### config.mk
export PLATFORM = sky130hd
export DESIGN_NAME = sevenseg_scan
export DESIGN_NICKNAME = d
export VERILOG_FILES = /design/src/verilog/opc_sys_pkg.sv /design/src/verilog/sevenseg_scan.sv
export VERILOG_INCLUDE_DIRS = /design/src /design/src/verilog
export SDC_FILE = /design/constraint.sdc
export NUM_CORES = 1
export LEC_CHECK = 0
export BUFFER_PORTS_ARGS = -buffer_cell sky130_fd_sc_hd__buf_2
export CORE_MARGIN = 2
export CORE_UTILIZATION = 48
export DETAILED_ROUTE_END_ITERATION = 10
export PLACE_DENSITY = 0.77
export SETUP_SLACK_MARGIN = 0.2
export SKIP_CTS_REPAIR_TIMING = 1
export SYNTH_ARGS = -nofsm -noshare
export SYNTH_HDL_FRONTEND = slang
export SYNTH_SLANG_ARGS = --single-unit
### constraint.sdc
create_clock -name cpu_clk -period 2.5 [get_ports cpu_clk]
set_input_delay 0.5 -clock cpu_clk [delete_from_list [all_inputs] [get_ports cpu_clk]]
set_output_delay 0.5 -clock cpu_clk [all_outputs]
set_load 0.05 [all_outputs]
### src/verilog/opc_sys_defs.svh
`ifndef OPC_SYS_DEFS_SVH
`define OPC_SYS_DEFS_SVH

// ---------------------------------------------------------------------------
// Bus and memory sizes
// ---------------------------------------------------------------------------

`define OPC_DSIZE 32
`define OPC_ASIZE 20

// 1024 words of block RAM
`define OPC_RAMSIZE 10

// Short bit time keeps UART frames quick in simulation
`define OPC_CLKS_PER_BIT 16

// ---------------------------------------------------------------------------
// I/O register offsets, decoded from the low address bits
// ---------------------------------------------------------------------------

`define OPC_IO_UART_STAT 2'd0
`define OPC_IO_UART_DATA 2'd1
`define OPC_IO_DISP_CFG 2'd2

`endif

### src/verilog/opc_sys_pkg.sv
`include "opc_sys_defs.svh"

package opc_sys_pkg;

   // Bus payloads
   typedef logic [`OPC_DSIZE-1:0] word_t;
   typedef logic [`OPC_ASIZE-1:0] addr_t;

   // One UART character
   typedef logic [7:0] byte_t;

   // Hex digit, also used for the brightness duty
   typedef logic [3:0] nibble_t;

   // Display configuration register
   typedef struct packed {
      nibble_t duty;
      logic    src;
   } disp_cfg_t;

   // Target of an I/O space access
   typedef enum logic [1:0] {
      io_uart_stat,
      io_uart_data,
      io_disp_cfg,
      io_none
   } io_sel_t;

endpackage

### src/verilog/sevenseg_scan.sv
module sevenseg_scan import opc_sys_pkg::*; (
   input  logic        cpu_clk,
   input  logic        rst,
   input  logic [15:0] value,
   input  nibble_t     duty,
   output logic [6:0]  seg,
   output logic [3:0]  an
);

   logic [5:0] scan_cnt;
   logic [1:0] digit;
   nibble_t    phase;
   nibble_t    nibble;
   logic       lit;

   // Segments gfedcba, driven low to light
   function automatic logic [6:0] hex_to_seg(input nibble_t hex);
      logic [6:0] on;
      case (hex)
         4'h0: on = 7'h3f;
         4'h1: on = 7'h06;
         4'h2: on = 7'h5b;
         4'h3: on = 7'h4f;
         4'h4: on = 7'h66;
         4'h5: on = 7'h6d;
         4'h6: on = 7'h7d;
         4'h7: on = 7'h07;
         4'h8: on = 7'h7f;
         4'h9: on = 7'h6f;
         4'ha: on = 7'h77;
         4'hb: on = 7'h7c;
         4'hc: on = 7'h39;
         4'hd: on = 7'h5e;
         4'he: on = 7'h79;
         default: on = 7'h71;
      endcase
      return ~on;
   endfunction

   // 16 cycles per digit
   assign digit = scan_cnt[5:4];
   assign phase = scan_cnt[3:0];

   // Digit 3 is leftmost and shows the top nibble
   always_comb begin
      case (digit)
         2'd0:    nibble = value[3:0];
         2'd1:    nibble = value[7:4];
         2'd2:    nibble = value[11:8];
         default: nibble = value[15:12];
      endcase
   end

   // Lit for the first 16 - duty cycles of the slot
   assign lit = ({1'b0, phase} + {1'b0, duty}) < 5'd16;

   always_ff @(posedge cpu_clk) begin
      if (rst) begin
         scan_cnt <= '0;
         seg      <= '1;
         an       <= '1;
      end else begin
         scan_cnt <= scan_cnt + 6'd1;
         seg      <= hex_to_seg(nibble);
         an       <= lit ? ~(4'b0001 << digit) : 4'b1111;
      end
   end

endmodule

### Word level (Yosys, flattened, before mapping)

Memory sizes are Yosys's and may differ from the RTL's.
Index checks and enable logic that the tools add are counted.

* output and inout bits: 11
* bits in read-only memories: 112
* bits in registers: 17
* input bits: 22
* memories: 1
* logic and storage cells: 17

Memory list
* (no name shown): depth 16, width 7, read ports 1, clocked after memory_dff 0, write ports 0, RTL line sevenseg_scan.sv:19 `case (hex)`

* equality and inequality tests: 2
* shift-type cells: 1
* order comparisons: 1
* multiplexer cells: 2
* reduce and logical (&&, ||, !) cells: 2
* add/sub/neg operators: 2
* bitwise operators: 3

Operators with widths (count)
* 4-bit one-hot mux with 3 select lines: 1
* 7-bit two-way mux: 1
* 7-bit inverter: 1
* 6-bit by 1-bit adder with 6-bit output, second input constant: 1
* 4-bit by 4-bit adder with 5-bit output: 1
* 5-bit < comparator, second input constant: 1
* 4-bit inverter: 1
* 1-bit by 2-bit << shifter with 4-bit output, first input constant: 1
* 2-bit by 1-bit equality test with 1-bit output, second input constant: 1
* 2-bit equality test, second input constant: 1
* 2-bit logical NOT: 1
* 2-bit OR reduction: 1
* 1-bit inverter: 1

### Longest topological paths before layout

Gate-level depths: netlist (run 1).
An unclocked memory read counts as a cell.

* word-level depth: 5
* gate-level depth with buffers: 7
* gate-level depth less buffers: 6

### Worst setup path before layout (run 1)

Ideal clock, no wire load.

* path type: in2reg
* start: input port value[12]
* end: register seg[6]
* arrival time: 1.810 ns
* setup time: 0.120 ns
* path slack: 0.571 ns
* cell stages on the path: 4
* path through: mux4_2 ha_1 mux2_4 a211o_1

* cells in the longest elaborated chain, start to end: 4

RTL lines
* start: declaration: RTL line sevenseg_scan.sv:4 `input logic [15:0] value,`
* 4-bit one-hot mux with 3 select lines: RTL line sevenseg_scan.sv:46 `case (digit)`
* memory read 16 x 7 bit
* 7-bit two-way mux: RTL line sevenseg_scan.sv:58 `if (rst) begin`
* 7-bit inverter: RTL line sevenseg_scan.sv:37 `return ~on;`
* end signal: assignment: RTL line sevenseg_scan.sv:64 `seg <= hex_to_seg(nibble);`
* end: declaration: RTL line sevenseg_scan.sv:6 `output logic [6:0] seg,`

No other way between the ends. The select of a mux whose other input is x is not followed.
A chain may end at the register's enable or synchronous reset.

### Final worst setup path (run 1)

* start: register scan_cnt[4]
* end: register seg[6]

* cells in the longest elaborated chain, start to end: 5
* elaborated cells on any way between the ends: 7
* classes of those cells: 2 x eq/ne; 2 x mux; 1 x bitwise; 1 x reduce/logical; 1 x memory

RTL lines
* start: declaration: RTL line sevenseg_scan.sv:10 `logic [5:0] scan_cnt;`
* start signal: assignment: RTL line sevenseg_scan.sv:63 `scan_cnt <= scan_cnt + 6'd1;`
* 2-bit equality test, or another cell as far along: RTL line sevenseg_scan.sv:46
* 4-bit one-hot mux with 3 select lines *: RTL line sevenseg_scan.sv:46
* memory read 16 x 7 bit *
* 7-bit two-way mux *: RTL line sevenseg_scan.sv:58
* 7-bit inverter *: RTL line sevenseg_scan.sv:37

Every way passes the cells marked *; elsewhere a longest branch is shown, timed or not. The select of a mux whose other input is x is not followed.

==> metrics.log, run 1 <==
[metrics] Setup Viol. Count Final: 0
[metrics] Initial DRC Count: 14
[metrics] count of input and output buffers: 32
[metrics] CP arrival: roughly 2.3 ns
[metrics] maximum clock path buffer count: 2
[metrics] static leakage: 0.505 nW
[metrics] worst voltage drop across the vdd grid: roughly 0.0003 V
[metrics] Die Span Y: 48.4 µm
[metrics] TritonCTS buffer count: 3
[metrics] count of cell types in the netlist: 31
[metrics] placeable core area: 1900 µm²
[metrics] CP startpoint kind: flip-flop
[metrics] Post-DP HPWL: 1470 µm
[metrics] overall global routing resource usage: 0.175
[metrics] TritonCTS sink count: 17
[metrics] root buffer cell: sky130_fd_sc_hd__clkbuf_4
[metrics] Congestion Overflow GR: 0
[metrics] Die W: 48.4 µm
[metrics] portion of the clock cycle consumed by the worst path in the final layout: 0.848
[metrics] I/O Pins: 33
[metrics] Total Power Consumption: 0.574 mW
[metrics] main flop type after synthesis: sky130_fd_sc_hd__dfxtp_1
[metrics] crit path time final: between 2 and 2.5 ns
[metrics] Pwr Density: 506 nW/µm²
[metrics] reg-to-reg critical path startpoint: scan_cnt[4]$_SDFF_PP0_
[metrics] Synth warnings: 0
[metrics] H-tree depth reported by CTS: 1
[metrics] normalized max-slew margin: 0.747
[metrics] antenna-violating nets left: 0
[metrics] CTS tree: done
[metrics] achievable clock frequency: 0.472 GHz
[metrics] reg2reg setup slack: between 0.3 and 0.4 ns
[metrics] proportion of synthesized chip area in sequential cells: 0.360
[metrics] post-synth top area cell: sky130_fd_sc_hd__dfxtp_1
[metrics] end of the worst register-to-register path: seg[6]$_SDFF_PP1_
[metrics] Fin Setup TNS: 0 ns
[metrics] data required time at the worst endpoint: 2.68 ns
[metrics] antenna violations before repair: 0
[metrics] most instantiated library cell after synthesis: sky130_fd_sc_hd__dfxtp_1
[metrics] row count: 16
[metrics] mapped cell area: 945 µm²
[metrics] area share of the leading cell type in the synthesized netlist: 0.360
[metrics] clock slew at the register clock pins of the worst setup and hold paths: approximately 0.1 ns
[metrics] Post-Syn Nets: 123
[metrics] setup repair after global routing missed its margin: no
[metrics] cell types with the highest counts after synthesis: sky130_fd_sc_hd__dfxtp_1 (17), sky130_fd_sc_hd__ha_1 (11), sky130_fd_sc_hd__inv_1 (7), sky130_fd_sc_hd__nor2_1 (7)
[metrics] result of the run: finished, final reports clean
[metrics] maximum number of pins on one net before global-route repair: 16
[metrics] Worst Max-Slew Pin Slew: approximately 0.38 ns
[metrics] per-cell routed wire length: 12.3 µm
[metrics] area growth from synthesis to layout: 20.1%
[metrics] global-route wire length before repair: roughly 3200 µm
[metrics] Final Routed Wirelength: 1820 µm
[metrics] crit path capture type: flip-flop
[metrics] EDFF count, synth: 0
[metrics] fraction of layout cells with a size suffix above 1: 0.339
[metrics] Hold Startpoint: scan_cnt[0]$_SDFF_PP0_
[metrics] count of pins over their slew limit: 0
[metrics] largest cells by area after synthesis: sky130_fd_sc_hd__dfxtp_1 (36%), sky130_fd_sc_hd__ha_1 (15%), sky130_fd_sc_hd__mux4_2 (9.5%), sky130_fd_sc_hd__mux2i_1 (4.2%), sky130_fd_sc_hd__o2111ai_1 (3.7%)
[metrics] flop and latch count out of synthesis: 17
[metrics] async set or reset register ratio after synthesis: 0
[metrics] total count of hold-check failures in the final report: 0
[metrics] clock latency reported for the late side of the worst-skew pair: 0.29 ns
[metrics] synthesized instance count: 90
[metrics] count of antenna diodes in the layout: 0
[metrics] DRC Markers: 0
[metrics] # Max-Cap Violations: 0
[metrics] RePlAce Congestion: 0.734
[metrics] final setup skew: 0.00850 ns
[metrics] Worst Reg2Reg Path Length in Cells: 4
[metrics] type of the most critical hold path: reg2reg
[metrics] Worst Setup EP: seg[6]$_SDFF_PP1_
[metrics] startpoint of the worst setup timing path: scan_cnt[4]$_SDFF_PP0_
[metrics] final design utilization: 0.597
[metrics] count of TritonRoute iterations in the first routing pass: 4
[metrics] die area: 2340 µm²
[metrics] Filler cells: between 150 and 200
[metrics] CP max FO: 8
[metrics] average size of a mapped cell: around 10 µm²
[metrics] initial core utilization: 0.497
[metrics] Post-layout nets: 155
[metrics] mean number of vias per cell: between 5 and 6
[metrics] number of global-route vias before repair: between 700 and 800
[metrics] overall via count from detail_route: 779
[metrics] critical setup path kind: reg2reg
-- final cells by class --
class | instances | area [µm²] | area share
Multi-Input combinational cell | 61 | 548 | 0.483
Sequential cell | 17 | 340 | 0.300
Clock buffer | 4 | 26.3 | 0.0232
Inverter | 7 | 26.3 | 0.0232
Timing Repair Buffer | 32 | 160 | 0.141
Tap cell | 27 | 33.8 | 0.0298
-- layout by cell type (no fill, tap or decap), types with 3 or more instances in the layout --
master,instances
sky130_fd_sc_hd__xnor2_1,3
sky130_fd_sc_hd__ha_1,11
sky130_fd_sc_hd__nor2_1,7
sky130_fd_sc_hd__buf_2,32
sky130_fd_sc_hd__dfxtp_1,17
sky130_fd_sc_hd__inv_1,7
sky130_fd_sc_hd__clkbuf_4,3
sky130_fd_sc_hd__mux2i_1,4
sky130_fd_sc_hd__o2111ai_1,4
sky130_fd_sc_hd__mux4_2,4
sky130_fd_sc_hd__nand2_1,3
-- sequential cells by signal, indices dropped and copies added, names as in the netlist --
name      cells
scan_cnt      6
an            4
seg           7
-- worst max-delay path, stage by stage (launching register included) --
cell                      delay, ns
sky130_fd_sc_hd__dfxtp_1       0.56
sky130_fd_sc_hd__mux4_2        0.62
sky130_fd_sc_hd__ha_1          0.28
sky130_fd_sc_hd__mux2_4        0.28
sky130_fd_sc_hd__a211o_1       0.28
-- metrics by stage --
step           worst slack [ns]  std cells  instance area (µm²)  hold WS, ns
4_1_cts                   0.362        148                 1130        0.483
3_5_place_dp              0.374        144                 1110        0.463
3_3_place_gp              0.428        144                 1110        0.447
5_1_grt                   0.270        148                 1130        0.557
6_report                  0.380        148                 1130        0.482
2_1_floorplan             0.571         90                  945        0.430
-- how the worst min path moves through the flow --
stage,cells after the start,end,slack (ns)
floorplan,1,scan_cnt[0]$_SDFF_PP0_,0.43
global placement,1,scan_cnt[0]$_SDFF_PP0_,0.45
detailed placement,1,scan_cnt[0]$_SDFF_PP0_,0.46
CTS,1,scan_cnt[0]$_SDFF_PP0_,0.48
global route,1,scan_cnt[0]$_SDFF_PP0_,0.56
finish,1,scan_cnt[0]$_SDFF_PP0_,0.48
-- logic make-up (layout without fill, tap and decap cells) --
| group | after synthesis | count (layout) | synth area share |
|---|---|---|---|
| DFF | 17 | 17 | 0.360 |
| and+or+nand+nor | 21 | 21 | 0.114 |
| buffers and inverters | 12 | 43 | 0.0596 |
| xor gates and xnor gates | 4 | 4 | 0.0371 |
| muxes | 9 | 9 | 0.154 |
| adders and majority gates | 11 | 11 | 0.146 |
| AOI/OAI and AO/OA | 16 | 16 | 0.130 |
-- where the power goes --
| group | total (mW) | internal [mW] | switching [mW] |
|---|---|---|---|
| clock network | 0.146 | 0.0619 | 0.0843 |
| logic | 0.135 | 0.0501 | 0.0854 |
| registers | 0.292 | 0.286 | 0.00617 |
-- routing by layer --
metal | part of all wire | track usage
met5 | 0 | 0
met4 | 0.013 | 0.0667
met3 | 0.060 | 0.0401
met2 | 0.53 | 0.338
met1 | 0.39 | 0.183
No activity file was read; power rests on OpenSTA's default activity.
==> run 2: changes to the inputs <==
==> constraint.sdc (replaced) <==
create_clock -name cpu_clk -period 2 [get_ports cpu_clk]
set_input_delay 0.4 -clock cpu_clk [delete_from_list [all_inputs] [get_ports cpu_clk]]
set_output_delay 0.4 -clock cpu_clk [all_outputs]
set_load 0.05 [all_outputs]
==> run 2 against run 1 <==
Total power increased by 26%. Critical path depth unchanged. Final cell count increased by 2.0%. Sequential cell count unchanged. Largest cell class unchanged. Clock power increased by 27%.
==> metrics.log, run 2 (synthesis results as in run 1) <==
[metrics] placeable core area: 1900 µm²
[metrics] count of pins over their slew limit: 0
[metrics] largest registers: seg (7), scan_cnt (6), an (4)
[metrics] Biggest register: seg
[metrics] Pwr Density: 615 nW/µm²
[metrics] count of antenna diodes in the layout: 0
[metrics] worst voltage drop across the vdd grid: 0.000475 V
[metrics] achievable clock frequency: roughly 0.54 GHz
[metrics] CP startpoint kind: flip-flop
[metrics] max FFs per register: 7
[metrics] mean number of vias per cell: 5.21
[metrics] share of total power in the clock network: 0.255
[metrics] global-route wire length before repair: 3280 µm
[metrics] data required time at the worst endpoint: 2.19 ns
[metrics] met2 usage: 0.324
[metrics] CP max FO: 7
[metrics] final design utilization: 0.620
[metrics] Fin Setup TNS: 0 ns
[metrics] Setup Viol. Count Final: 0
[metrics] CTS tree: done
[metrics] die area: 2340 µm²
[metrics] count of input and output buffers: 32
[metrics] Reg power frac: 0.502
[metrics] clock slew at the register clock pins of the worst setup and hold paths: approximately 0.1 ns
[metrics] combinational share of power: 0.242
[metrics] antenna-violating nets left: 0
[metrics] Final Routed Wirelength: between 1500 and 2000 µm
[metrics] most used cells in the layout excluding fill and tap cells: sky130_fd_sc_hd__buf_2 (32), sky130_fd_sc_hd__dfxtp_1 (15), sky130_fd_sc_hd__ha_1 (9)
[metrics] count of TritonRoute iterations in the first routing pass: 4
[metrics] area growth from synthesis to layout: 24.8%
[metrics] antenna violations before repair: 0
[metrics] type of the most critical hold path: in2reg
[metrics] clock latency reported for the late side of the worst-skew pair: 0.29 ns
[metrics] Die W: 48.4 µm
[metrics] total count of hold-check failures in the final report: 0
[metrics] Initial DRC Count: 4
[metrics] number of global-route vias before repair: 787
[metrics] crit path time final: 1.85 ns
[metrics] WP buf/inv: 0
[metrics] maximum clock path buffer count: 2
[metrics] maximum number of pins on one net before global-route repair: 16
[metrics] met3 usage: 0.0278
[metrics] static leakage: 0.522 nW
[metrics] sw frac: 0.313
[metrics] final setup skew: around 0.0032 ns
[metrics] critical setup path kind: reg2reg
[metrics] Critical-path top delay cell: sky130_fd_sc_hd__mux4_2
[metrics] normalized max-slew margin: 0.753
[metrics] Total Power Consumption: a little over 0.7 mW
[metrics] H-tree depth reported by CTS: 1
[metrics] leading cell type in the layout, fill and taps excluded: sky130_fd_sc_hd__buf_2
[metrics] per-cell routed wire length: 12.5 µm
[metrics] setup repair after global routing missed its margin: yes
[metrics] family with the most delay on the worst path: multiplexers
[metrics] CP arrival: 2.04 ns
[metrics] # Max-Cap Violations: 0
[metrics] Post-layout nets: approximately 160
[metrics] most used routing layer: met2
[metrics] DRC Markers: 0
[metrics] Die Span Y: 48.4 µm
[metrics] portion of the clock cycle consumed by the worst path in the final layout: 0.925
[metrics] switching power: between 0.2 and 0.25 mW
[metrics] Worst Max-Slew Pin Slew: 0.370 ns
[metrics] row count: 16
[metrics] root buffer cell: sky130_fd_sc_hd__clkbuf_4
[metrics] Congestion Overflow GR: 0
[metrics] overall global routing resource usage: 0.177
[metrics] RePlAce Congestion: 0.808
[metrics] I/O Pins: 33
[metrics] initial core utilization: 0.497
[metrics] CP Cell Sequence: mux4_2 > ha_4 > mux2_4 > a211o_1
[metrics] fraction of layout cells with a size suffix above 1: 0.403
[metrics] result of the run: finished, final reports clean
[metrics] TritonCTS sink count: 17
[metrics] Cell Int Power: between 0.4 and 0.5 mW
[metrics] overall via count from detail_route: slightly below 800
[metrics] Filler cells: 164
[metrics] TritonCTS buffer count: 3
[metrics] Post-DP HPWL: 1500 µm
[metrics] Slowest Stage Delay on Critical Path: 0.60 ns
[metrics] crit path capture type: flip-flop
[metrics] met1 demand-to-capacity share in global routing: 0.198
==> run 2: cell types whose count changed in the layout (fill, tap and decap cells not counted), sizes merged <==
| cell | before | now |
|---|---|---|
| buf | 32 | 35 |
| clkbuf | 4 | 3 |
| clkinv | 0 | 1 |
==> run 2: cell type report <==
class	count	area [µm²]	share of cell area
inverters	7	26.3	0.0223
flip-flops and latches	17	345	0.293
repair buffers	35	183	0.155
clock inverters	1	5.00	0.00425
clock buffers	3	22.5	0.0191
multi-input cells	61	563	0.478
well taps	27	33.8	0.0287
==> run 2: per-stage QoR <==
stage / hold slack, ns / setup slack (ns) / cell area (µm²) / instances
detailed placement: 0.462 / 0.111 / 1130 / 145
global route: 0.454 / 0.113 / 1180 / 151
CTS: 0.430 / 0.0965 / 1160 / 149
global placement: 0.449 / 0.139 / 1130 / 145
floorplan: 0.430 / 0.195 / 958 / 90
finish: 0.440 / 0.149 / 1180 / 151
==> run 2: path summary, 6_finish.rpt <==
| check | startpoint | endpoint | slack, ns | cells after the start |
|---|---|---|---|---|
| min | rst | scan_cnt[0]$_SDFF_PP0_ | 0.44 | 2 |
| max reg2reg | scan_cnt[4]$_SDFF_PP0_ | seg[6]$_SDFF_PP1_ | 0.15 | 4 |
| min reg2reg | scan_cnt[0]$_SDFF_PP0_ | scan_cnt[0]$_SDFF_PP0_ | 0.48 | 1 |
| max | scan_cnt[4]$_SDFF_PP0_ | seg[6]$_SDFF_PP1_ | 0.15 | 4 |
==> run 2: worst register-to-register path, stage by stage (launching register included) <==
cell and delay, ns:
sky130_fd_sc_hd__dfxtp_4 0.42, sky130_fd_sc_hd__mux4_2 0.60, sky130_fd_sc_hd__ha_4 0.21, sky130_fd_sc_hd__mux2_4 0.27
sky130_fd_sc_hd__a211o_1 0.25
==> run 2: power by group through the flow <==
| stage | Combinational (mW) | Clock (mW) | Sequential (mW) |
|---|---|---|---|
| 6_report | 0.176 | 0.185 | 0.364 |
| 5_1_grt | 0.189 | 0.215 | 0.368 |
| 4_1_cts | 0.175 | 0.191 | 0.366 |
| 3_5_place_dp | 0.174 | 0 | 0.374 |
| 3_3_place_gp | 0.170 | 0 | 0.373 |
| 2_1_floorplan | 0.0731 | 0 | 0.424 |
==> run 2: metal layers <==
layer	vias up	routed length (µm)
met3	4	66
met2	19	995
li1	395	-
met1	369	789
met5	-	0
met4	0	36
